### src/hdl/irq_pkg.sv
package irq_pkg;

    // Field widths.
    localparam int xlen         = 32;
    localparam int be_w         = xlen / 8;
    localparam int mtime_w      = 64;
    localparam int cause_w      = 4;
    localparam int mtvec_mode_w = 2;
    localparam int mtvec_base_w = xlen - mtvec_mode_w;

    // Register map, byte offsets.
    localparam logic [xlen-1:0] addr_mstatus     = 32'h0000_0000;
    localparam logic [xlen-1:0] addr_mie         = 32'h0000_0004;
    localparam logic [xlen-1:0] addr_mip         = 32'h0000_0008;
    localparam logic [xlen-1:0] addr_mtvec       = 32'h0000_000C;
    localparam logic [xlen-1:0] addr_mtimecmp_lo = 32'h0000_0010;
    localparam logic [xlen-1:0] addr_mtimecmp_hi = 32'h0000_0014;

    // Bit positions in mie and mip.
    localparam int bit_msi = 3;
    localparam int bit_mti = 7;
    localparam int bit_mei = 11;

    // Global enable in mstatus.
    localparam int bit_mstatus_mie = 3;

    // Interrupt cause codes.
    localparam logic [cause_w-1:0] cause_msi = 4'd3;
    localparam logic [cause_w-1:0] cause_mti = 4'd7;
    localparam logic [cause_w-1:0] cause_mei = 4'd11;

    // mtvec mode field.
    localparam logic [mtvec_mode_w-1:0] mtvec_direct   = 2'd0;
    localparam logic [mtvec_mode_w-1:0] mtvec_vectored = 2'd1;

endpackage

### src/hdl/csr_ctrl_if.sv
`timescale 1ns/1ps

interface csr_ctrl_if import irq_pkg::*; ();

    logic                    global_ie;
    logic                    mie_msi;
    logic                    mie_mti;
    logic                    mie_mei;
    logic [mtvec_base_w-1:0] mtvec_base;
    logic [mtvec_mode_w-1:0] mtvec_mode;
    logic [mtime_w-1:0]      mtimecmp;
    // Pulse from a bus write of 1 to mip.MSIP.
    logic                    soft_set;

    modport bank (
        output global_ie, mie_msi, mie_mti, mie_mei,
        output mtvec_base, mtvec_mode, mtimecmp, soft_set
    );

    modport user (
        input global_ie, mie_msi, mie_mti, mie_mei,
        input mtvec_base, mtvec_mode, mtimecmp, soft_set
    );

endinterface

### src/hdl/irq_csr_bank.sv
`timescale 1ns/1ps

module irq_csr_bank import irq_pkg::*; (
    input  logic            CLK,
    input  logic            rst_n,
    input  logic            ren,
    input  logic            wen,
    input  logic [be_w-1:0] byte_en,
    input  logic [xlen-1:0] addr,
    input  logic [xlen-1:0] wdata,
    output logic            busy,
    output logic            error,
    output logic [xlen-1:0] rdata,
    input  logic            pend_msi,
    input  logic            pend_mti,
    input  logic            pend_mei,
    csr_ctrl_if.bank        ctrl
);

    logic                    phase_q;
    logic                    first;
    logic                    hit;
    logic                    err_q;
    logic [xlen-1:0]         cur_word;
    logic [xlen-1:0]         new_word;
    logic [xlen-1:0]         rdata_q;
    logic                    global_ie_q;
    logic                    mie_msi_q;
    logic                    mie_mti_q;
    logic                    mie_mei_q;
    logic [mtvec_base_w-1:0] mtvec_base_q;
    logic [mtvec_mode_w-1:0] mtvec_mode_q;
    logic [mtime_w-1:0]      mtimecmp_q;

    function automatic logic [xlen-1:0] merge_bytes(
        input logic [xlen-1:0] old_word,
        input logic [xlen-1:0] upd_word,
        input logic [be_w-1:0] sel
    );
        logic [xlen-1:0] result;
        result = old_word;
        for (int i = 0; i < be_w; i++) begin
            if (sel[i]) begin
                result[i*8 +: 8] = upd_word[i*8 +: 8];
            end
        end
        return result;
    endfunction

    // First cycle of an access, busy is high.
    assign first = (ren | wen) & ~phase_q;
    assign busy  = first;
    assign error = phase_q & err_q;
    assign rdata = rdata_q;

    always_comb begin
        cur_word = '0;
        hit      = 1'b1;
        case (addr)
            addr_mstatus: cur_word[bit_mstatus_mie] = global_ie_q;
            addr_mie: begin
                cur_word[bit_msi] = mie_msi_q;
                cur_word[bit_mti] = mie_mti_q;
                cur_word[bit_mei] = mie_mei_q;
            end
            addr_mip: begin
                cur_word[bit_msi] = pend_msi;
                cur_word[bit_mti] = pend_mti;
                cur_word[bit_mei] = pend_mei;
            end
            addr_mtvec:       cur_word = {mtvec_base_q, mtvec_mode_q};
            addr_mtimecmp_lo: cur_word = mtimecmp_q[xlen-1:0];
            addr_mtimecmp_hi: cur_word = mtimecmp_q[mtime_w-1:xlen];
            default:          hit = 1'b0;
        endcase
    end

    assign new_word = merge_bytes(cur_word, wdata, byte_en);

    // Only the MSIP byte lane counts.
    assign ctrl.soft_set = first & wen & (addr == addr_mip)
                         & byte_en[bit_msi / 8] & wdata[bit_msi];

    always_ff @(posedge CLK) begin
        if (!rst_n) begin
            phase_q      <= 1'b0;
            err_q        <= 1'b0;
            global_ie_q  <= 1'b0;
            mie_msi_q    <= 1'b0;
            mie_mti_q    <= 1'b0;
            mie_mei_q    <= 1'b0;
            mtvec_base_q <= '0;
            mtvec_mode_q <= mtvec_direct;
            mtimecmp_q   <= '1;
        end else begin
            phase_q <= first;
            if (first) begin
                err_q <= ~hit;
            end
            if (first && wen) begin
                case (addr)
                    addr_mstatus: global_ie_q <= new_word[bit_mstatus_mie];
                    addr_mie: begin
                        mie_msi_q <= new_word[bit_msi];
                        mie_mti_q <= new_word[bit_mti];
                        mie_mei_q <= new_word[bit_mei];
                    end
                    addr_mtvec: begin
                        mtvec_base_q <= new_word[xlen-1:mtvec_mode_w];
                        // Reserved modes fall back to direct.
                        mtvec_mode_q <= (new_word[mtvec_mode_w-1:0] == mtvec_vectored)
                                      ? mtvec_vectored : mtvec_direct;
                    end
                    addr_mtimecmp_lo: mtimecmp_q[xlen-1:0]       <= new_word;
                    addr_mtimecmp_hi: mtimecmp_q[mtime_w-1:xlen] <= new_word;
                    default: ;
                endcase
            end
        end
    end

    always_ff @(posedge CLK) begin
        if (first) begin
            rdata_q <= cur_word;
        end
    end

    assign ctrl.global_ie  = global_ie_q;
    assign ctrl.mie_msi    = mie_msi_q;
    assign ctrl.mie_mti    = mie_mti_q;
    assign ctrl.mie_mei    = mie_mei_q;
    assign ctrl.mtvec_base = mtvec_base_q;
    assign ctrl.mtvec_mode = mtvec_mode_q;
    assign ctrl.mtimecmp   = mtimecmp_q;

endmodule

### src/hdl/irq_pending.sv
`timescale 1ns/1ps

module irq_pending import irq_pkg::*; (
    input  logic               CLK,
    input  logic               rst_n,
    input  logic [mtime_w-1:0] mtime,
    input  logic               ext_int,
    input  logic               ext_int_clear,
    input  logic               soft_int,
    input  logic               soft_int_clear,
    input  logic               timer_int,
    input  logic               timer_int_clear,
    csr_ctrl_if.user           ctrl,
    output logic               pend_msi,
    output logic               pend_mti,
    output logic               pend_mei
);

    logic pend_mei_q;
    logic pend_msi_q;
    logic timer_q;
    logic cmp_q;

    // Sticky bits, clear wins over set.
    always_ff @(posedge CLK) begin
        if (!rst_n) begin
            pend_mei_q <= 1'b0;
            pend_msi_q <= 1'b0;
            timer_q    <= 1'b0;
            cmp_q      <= 1'b0;
        end else begin
            if (ext_int_clear) begin
                pend_mei_q <= 1'b0;
            end else if (ext_int) begin
                pend_mei_q <= 1'b1;
            end

            if (soft_int_clear) begin
                pend_msi_q <= 1'b0;
            end else if (soft_int || ctrl.soft_set) begin
                pend_msi_q <= 1'b1;
            end

            if (timer_int_clear) begin
                timer_q <= 1'b0;
            end else if (timer_int) begin
                timer_q <= 1'b1;
            end

            // Level compare, cleared by moving mtimecmp.
            cmp_q <= (mtime >= ctrl.mtimecmp);
        end
    end

    assign pend_mei = pend_mei_q;
    assign pend_msi = pend_msi_q;
    assign pend_mti = timer_q | cmp_q;

endmodule

### src/hdl/trap_select.sv
`timescale 1ns/1ps

module trap_select import irq_pkg::*; (
    input  logic               pend_msi,
    input  logic               pend_mti,
    input  logic               pend_mei,
    csr_ctrl_if.user           ctrl,
    output logic               irq_req,
    output logic [cause_w-1:0] irq_cause,
    output logic [xlen-1:0]    irq_vector
);

    logic            take_msi;
    logic            take_mti;
    logic            take_mei;
    logic [xlen-1:0] base_addr;

    assign take_msi = pend_msi & ctrl.mie_msi & ctrl.global_ie;
    assign take_mti = pend_mti & ctrl.mie_mti & ctrl.global_ie;
    assign take_mei = pend_mei & ctrl.mie_mei & ctrl.global_ie;

    assign irq_req = take_msi | take_mti | take_mei;

    // External, then software, then timer.
    always_comb begin
        if (take_mei) begin
            irq_cause = cause_mei;
        end else if (take_msi) begin
            irq_cause = cause_msi;
        end else if (take_mti) begin
            irq_cause = cause_mti;
        end else begin
            irq_cause = '0;
        end
    end

    assign base_addr = {ctrl.mtvec_base, {mtvec_mode_w{1'b0}}};

    // Vectored entries are one word apart.
    assign irq_vector = (ctrl.mtvec_mode == mtvec_vectored)
                      ? base_addr + xlen'({irq_cause, 2'b00})
                      : base_addr;

endmodule

### src/hdl/core_irq_unit.sv
`timescale 1ns/1ps

module core_irq_unit import irq_pkg::*; (
    input  logic               CLK,
    input  logic               rst_n,
    input  logic [mtime_w-1:0] mtime,
    input  logic               ext_int,
    input  logic               ext_int_clear,
    input  logic               soft_int,
    input  logic               soft_int_clear,
    input  logic               timer_int,
    input  logic               timer_int_clear,
    input  logic               ren,
    input  logic               wen,
    input  logic [be_w-1:0]    byte_en,
    input  logic [xlen-1:0]    addr,
    input  logic [xlen-1:0]    wdata,
    output logic               busy,
    output logic               error,
    output logic [xlen-1:0]    rdata,
    output logic               irq_req,
    output logic [cause_w-1:0] irq_cause,
    output logic [xlen-1:0]    irq_vector
);

    logic pend_msi;
    logic pend_mti;
    logic pend_mei;

    csr_ctrl_if ctrl_if ();

    irq_csr_bank u_csr_bank (
        .CLK      (CLK),
        .rst_n    (rst_n),
        .ren      (ren),
        .wen      (wen),
        .byte_en  (byte_en),
        .addr     (addr),
        .wdata    (wdata),
        .busy     (busy),
        .error    (error),
        .rdata    (rdata),
        .pend_msi (pend_msi),
        .pend_mti (pend_mti),
        .pend_mei (pend_mei),
        .ctrl     (ctrl_if.bank)
    );

    irq_pending u_pending (
        .CLK             (CLK),
        .rst_n           (rst_n),
        .mtime           (mtime),
        .ext_int         (ext_int),
        .ext_int_clear   (ext_int_clear),
        .soft_int        (soft_int),
        .soft_int_clear  (soft_int_clear),
        .timer_int       (timer_int),
        .timer_int_clear (timer_int_clear),
        .ctrl            (ctrl_if.user),
        .pend_msi        (pend_msi),
        .pend_mti        (pend_mti),
        .pend_mei        (pend_mei)
    );

    trap_select u_trap_select (
        .pend_msi   (pend_msi),
        .pend_mti   (pend_mti),
        .pend_mei   (pend_mei),
        .ctrl       (ctrl_if.user),
        .irq_req    (irq_req),
        .irq_cause  (irq_cause),
        .irq_vector (irq_vector)
    );

endmodule

### config.mk
export PLATFORM = sky130hd
export DESIGN_NAME = core_irq_unit
export DESIGN_NICKNAME = d
export VERILOG_FILES = /design/src/hdl/irq_pkg.sv /design/src/hdl/csr_ctrl_if.sv /design/src/hdl/irq_csr_bank.sv /design/src/hdl/irq_pending.sv /design/src/hdl/trap_select.sv /design/src/hdl/core_irq_unit.sv
export SDC_FILE = /design/constraint.sdc
export NUM_CORES = 1
export LEC_CHECK = 0
export BUFFER_PORTS_ARGS = -buffer_cell sky130_fd_sc_hd__buf_2
export CORE_ASPECT_RATIO = 0.7
export CORE_MARGIN = 5
export CORE_UTILIZATION = 58
export CTS_BUF_LIST = sky130_fd_sc_hd__clkbuf_8 sky130_fd_sc_hd__clkbuf_16
export CTS_CLUSTER_SIZE = 20
export DETAILED_ROUTE_END_ITERATION = 8
export GPL_TIMING_DRIVEN = 0
export PLACE_DENSITY = 0.89
export SKIP_CTS_REPAIR_TIMING = 1
export SYNTH_ARGS = -nofsm -noshare
export SYNTH_HDL_FRONTEND = slang
export SYNTH_SLANG_ARGS = --single-unit
### constraint.sdc
create_clock -name CLK -period 8.1 [get_ports CLK]
set_input_delay 0.81 -clock CLK [delete_from_list [all_inputs] [get_ports CLK]]
set_output_delay 0.81 -clock CLK [all_outputs]
set_load 0.02 [all_outputs]
### Word level (Yosys, flattened, before mapping)

Cells that the tools add are included.

| word-level totals | value |
|---|---|
| word-level logic and storage cells | 72 |
| output and inout bits | 71 |
| input port bits | 142 |
| register bits | 138 |

| operators by class | value |
|---|---|
| equality and inequality tests | 7 |
| reduce and logical (&&, ||, !) cells | 12 |
| mux-type cells | 17 |
| magnitude comparators | 1 |
| add/sub/neg operators | 1 |
| bitwise gates (word level) | 19 |

Operator list:

| kind | number |
|---|---|
| == test 32 x 4 -> 1 bit (second input constant) | 2 |
| == test 32 x 5 -> 1 bit (second input constant) | 2 |
| greater-or-equal comparator 64 bit | 1 |
| one-hot mux 20 bit (3 select lines) | 1 |
| adder 32 x 6 -> 32 bit | 1 |
| == test 32 x 3 -> 1 bit (second input constant) | 1 |
| zero test 32 bit | 1 |
| two-way mux 32 bit | 1 |
| two-way mux 8 bit | 4 |
| one-hot mux 3 bit (3 select lines) | 3 |
| bitwise AND 1 bit | 12 |
| one-hot mux 1 bit (5 select lines) | 2 |
| AND reduction 2 bit | 5 |
| two-way mux 4 bit | 2 |
| one-hot mux 1 bit (6 select lines) | 1 |
| OR reduction 2 bit | 3 |
| OR reduction 6 bit | 1 |
| == test 2 x 1 -> 1 bit (second input constant) | 2 |
| OR 1 bit | 4 |
| two-way mux 3 bit | 1 |
| inverter 1 bit | 3 |
| two-way mux 1 bit | 2 |
| logical AND 1 bit | 1 |
| logical OR 1 bit | 1 |

### Logic depth before layout (Yosys ltp)

| logic depth | value |
|---|---|
| depth in word-level cells | 8 |
| gate-level depth with buffers | 12 |
| depth with buffers taken out | 12 |

### By module

Synthesis repeated with hierarchy kept, for this count alone.

| second synthesis, totals | value |
|---|---|
| cell total of the unflattened synthesis | 1133 |
| area, all modules | 9699.3 sq um |

Modules (own cells, without submodules):

| module | seq. area each (sq um) | area an instance (sq um) | instances | cells an instance |
|---|---|---|---|---|
| irq_csr_bank | 2982.9 | 7099.3 | 1 | 765 |
| irq_pending | 80.1 | 1729.2 | 1 | 241 |
| trap_select | 0.0 | 870.8 | 1 | 127 |

### Worst setup path before layout

OpenSTA, ideal clock, no wires.

| path | value |
|---|---|
| path kind | reg2out |
| from | register u_csr_bank.global_ie_q (netlist: u_csr_bank.ctrl.global_ie) |
| to | output irq_vector[28] |
| stages on the path, launching flop included | 13 |
| data required time | 7.290 ns |
| arrival | 2.902 ns |
| buffers on the path | 0 |
| slack | 4.388 ns |
| cells stage by stage | dfxtp_1 -> and3_1 -> a31oi_1 -> nand2_1 -> ha_1 -> inv_1 -> fa_1 -> nor2b_1 -> o21a_1 -> o21ai_1 -> nor4_1 -> nand3_1 -> xnor2_1 |

| on the way | value |
|---|---|
| elaborated cells on any way between the ends | 8 |
| classes of those cells | add/sub (1); mux (4); bitwise (3) |

RTL lines:

| item | RTL line | RTL |
|---|---|---|
| from (decl) | irq_csr_bank.sv:27 | `logic global_ie_q;` |
| from (signal assigned) | irq_csr_bank.sv:102 | `addr_mstatus: global_ie_q <= new_word[bit_mstatus_mie];` |
| bitwise AND 1 bit | trap_select.sv:20 | `assign take_mei = pend_mei & ctrl.mie_mei & ctrl.global_ie;` |
| net u_trap_select.take_mei | trap_select.sv:15 | `logic take_mei;` |
| two-way mux 4 bit | trap_select.sv:26 | `if (take_mei) begin` |
| net irq_cause[0] | core_irq_unit.sv:22 | `output logic [cause_w-1:0] irq_cause,` |
| adder 32 x 6 -> 32 bit | trap_select.sv:41 | `? base_addr + xlen'({irq_cause, 2'b00})` |
| two-way mux 32 bit | trap_select.sv:41 |  |
| to (decl) | core_irq_unit.sv:23 | `output logic [xlen-1:0] irq_vector` |

The timed path passes the listed nets, and every way through them passes these cells.

### Final worst setup path

| path | value |
|---|---|
| from | register u_csr_bank.global_ie_q (netlist: u_csr_bank.ctrl.global_ie) |
| to | output irq_vector[28] |

| on the way | value |
|---|---|
| elaborated cells on any way between the ends | 8 |
| classes of those cells | add/sub (1); mux (4); bitwise (3) |

RTL lines:

| item | RTL line |
|---|---|
| bitwise AND 1 bit | trap_select.sv:20 |
| net u_trap_select.take_mei | trap_select.sv:15 |
| two-way mux 4 bit | trap_select.sv:26 |
| adder 32 x 6 -> 32 bit | trap_select.sv:41 |
| two-way mux 32 bit | trap_select.sv:41 |

The timed path passes the listed nets, and every way through them passes these cells.

==> flow_summary.yaml <==
worst_setup_path:
  path_buf_inv: 2
  end_kind: "primary output"
  required_ps: 7290
  crit_path_max_incr_delay_ps: 1060
  crit_type: "reg -> out"
  start_kind: "flop"
  cp_cell_sequence: "and3_1 -> a31oi_1 -> nand2_1 -> ha_1 -> inv_1 -> fa_1 -> nor2b_1 -> o21a_1 -> o21ai_1 -> nor4_1 -> nand3_1 -> xnor2_1 -> buf_2"
  cp.arrival_ps: 4280
  slowest_stage: "nor4_1"
  critical-path-top-delay-family: "simple AND/OR/NAND/NOR gates"
  critPathMaxFanout: 6
cts:
  cts_tree: "yes"
  cts_sinks: 137
  cts_buffers: 17
  cts.clk_slew.worst_paths_ps: 60
  cts_max_path_buffers: 2
  htree_levels: 4
  clk_latency_ps: 430
  clockRootBuffer: "clkbuf_16"
die:
  rows: 36
  die_y_um: 110
  dieArea_um2: 16700
  initial_core_util_pct: 59.2
  die_w_um: 153
  pin_count: 213
  core_um2: 13900
detailed_routing:
  wl_per_cell_um: 21.8
  ant_nets: 0
  drt_pass1_iterations: 9
  via_per_inst: 6.41
  routed_wl_mm: 29.2
  drc: 2
  vias: 8590
  drtIter0Drc: 1329
synthesis:
  yosys_warnings: 0
  synthArstFlopShare_pct: 0
  synthCells: 906
  synthFlopType: "dfxtp_1"
  synth_edf_count: 32
  ys_seq_area_share_pct: 37.1
  synth_area_leader_cell: "dfxtp_1"
  synth_area_leaders: "dfxtp_1 (25%), edfxtp_1 (12%), ha_1 (10%), o31ai_1 (7.6%), a21boi_1 (5.3%)"
  postSynthAreaPerCell_um2: 9.10
  synth_seq_cells: 137
  netlist.area_leader.share_pct: 25.5
  synth_most_common_cell: "dfxtp_1"
  yosysUniqueCellTypes: 61
  synth_common_cells: "dfxtp_1 (105), inv_1 (100), o31ai_1 (84), nand2_1 (75), ha_1 (68)"
  netlist_area_um2: 8250
final_layout:
  fin_nets: 1348
  syn2layout_area_growth_pct: 24.5
  fill_cells: 1003
  postLayoutCellArea_um2: 10300
  drive_gt1_share_pct: 23.6
  insertedDiodeCount: 0
place:
  place_congestion: 0.965
  dpl-instance-area_um2: 9570
  numPortBuffers: 210
  dp_hpwl_mm: 21.2
timing:
  setup_tns_ps: 0
  clock_skew_ps: 7.79
  hold_viol_final: 0
  finalWorstPathRequiredPeriod_ps: 5090
  tightest_slew_ps: 1180
  period_share_pct: 62.9
  rsz0062_at_grt: "no"
  drv_slew: 0
  maxSlewHeadroom_pct: 20.9
  setup_violations: 0
  max_clock_freq_mhz: 196
run:
  drv_cap: 0
global_route:
  grt_pass1_wl_mm: 43.9
  grt_max_degree: 22
  grt_pass1_vias: 8146
  overflow: 0
  antenna_found_initial: 0
  grt_usage_pct: 33.6
run_status:
  status: "finished with violations"
  violations: "DRC"
power_and_ir_drop:
  ir_worst_vdd_v: 0.000190
  leakagePower_nw: 5.22
  power_density_nw_per_um2: 175
min_path:
  hp-class: "reg -> reg"
final cells by class:
class / count / area (um^2) / share of cell area (%)
multi-input cells: 620 / 4600 / 44.8
plain buffers: 50 / 220 / 2.15
clock inverters: 14 / 254 / 2.47
repair buffers: 211 / 1080 / 10.5
inverters: 100 / 375 / 3.66
well taps: 190 / 238 / 2.32
clock buffers: 18 / 439 / 4.28
flip-flops and latches: 137 / 3060 / 29.8
worst min-delay path: stages (launching register included):
cell and delay, ps:
dfxtp_1 330, nand2_1 60, a21boi_1 50
per-layer routing:
metal | part of all wire, % | wire, um | global-route usage (%) | up-vias
met2 | 42 | 12300 | 51.4 | 732
met5 | 0 | 0 | 0 | -
met3 | 15 | 4300 | 8.42 | 110
met4 | 3.8 | 1120 | 14.3 | 0
met1 | 39 | 11400 | 45.8 | 3945
li1 | - | - | - | 3803
flip-flops by register name (all words and copies together) (netlist names):
signal / count
u_csr_bank.ctrl.mie_msi: 1
u_csr_bank.ctrl.mie_mei: 1
u_pending.timer_q: 1
u_csr_bank.ctrl.global_ie: 1
u_csr_bank.rdata: 32
u_pending.cmp_q: 1
u_pending.pend_mei: 1
u_csr_bank.ctrl.mtvec_mode: 1
u_csr_bank.ctrl.mtimecmp: 64
u_csr_bank.ctrl.mie_mti: 1
u_pending.pend_msi: 1
u_csr_bank.err_q: 1
u_csr_bank.phase_q: 1
u_csr_bank.ctrl.mtvec_base: 30
stage by stage:
step | utilization [%] | hold slack [ps] | worst slack (ps) | total power, mW | std cells
2_1_floorplan | - | 453 | 4390 | 0.803 | 907
3_3_place_gp | 68.5 | 476 | 3370 | 0.874 | 1307
3_5_place_dp | 68.8 | 482 | 3780 | 0.879 | 1308
4_1_cts | 73.8 | 490 | 3240 | 1.78 | 1340
5_1_grt | 73.8 | 526 | 2960 | 1.84 | 1340
6_report | 73.8 | 488 | 3010 | 1.79 | 1340
path summary, 6_finish.rpt:
path / from / end / slack, ps / cells past startpoint
worst max register to register: u_csr_bank.ctrl.mtimecmp[17] / u_pending.cmp_q / 5460 / 8
worst max-delay path: u_csr_bank.ctrl.global_ie / irq_vector[28] / 3010 / 13
worst min register to register: u_csr_bank.ctrl.mie_mei / u_csr_bank.ctrl.mie_mei / 490 / 2
worst min-delay path: u_csr_bank.ctrl.mie_mei / u_csr_bank.ctrl.mie_mei / 490 / 2
where the power goes:
part	leakage, nW	internal (mW)	switching [mW]
clock network	0.336	0.614	0.309
registers	1.18	0.711	0.00370
logic	3.70	0.0604	0.0956
total	5.22	1.39	0.408
layout by cell type, fill, tap and decap left out, types with 8 or more instances in the layout:
cell       synthesis  routed
buf_2              8     218
dfxtp_1          105     105
inv_1            100     102
o31ai_1           84      84
nand2_1           75      75
ha_1              68      68
nor2b_1           58      58
a21boi_1          58      58
clkbuf_1          37      37
edfxtp_1          32      32
a222oi_1          28      28
a21oi_1           27      27
xnor2_1           21      21
nand3_1           19      19
nor2_1            18      17
clkbuf_16          0      17
nand4_1           16      16
nor3_1            12      12
o211ai_1          10      10
o21ai_0           10      10
a21o_1             8       8
kinds of logic (layout without fill, tap and decap cells):
kind of cell | after synthesis | count (layout) | share of synthesized area, %
flip-flops | 137 | 137 | 37.1
multiplexers | 13 | 13 | 1.85
XOR/XNOR | 28 | 28 | 2.97
AND/OR/NAND/NOR | 249 | 249 | 16.9
adder cells (fa/ha/maj) | 69 | 69 | 10.6
buffers and inverters | 150 | 393 | 7.22
other | 1 | 2 | 0.0455
AO/OA/AOI/OAI | 259 | 259 | 23.3
No activity file was read; power rests on OpenSTA's default activity.
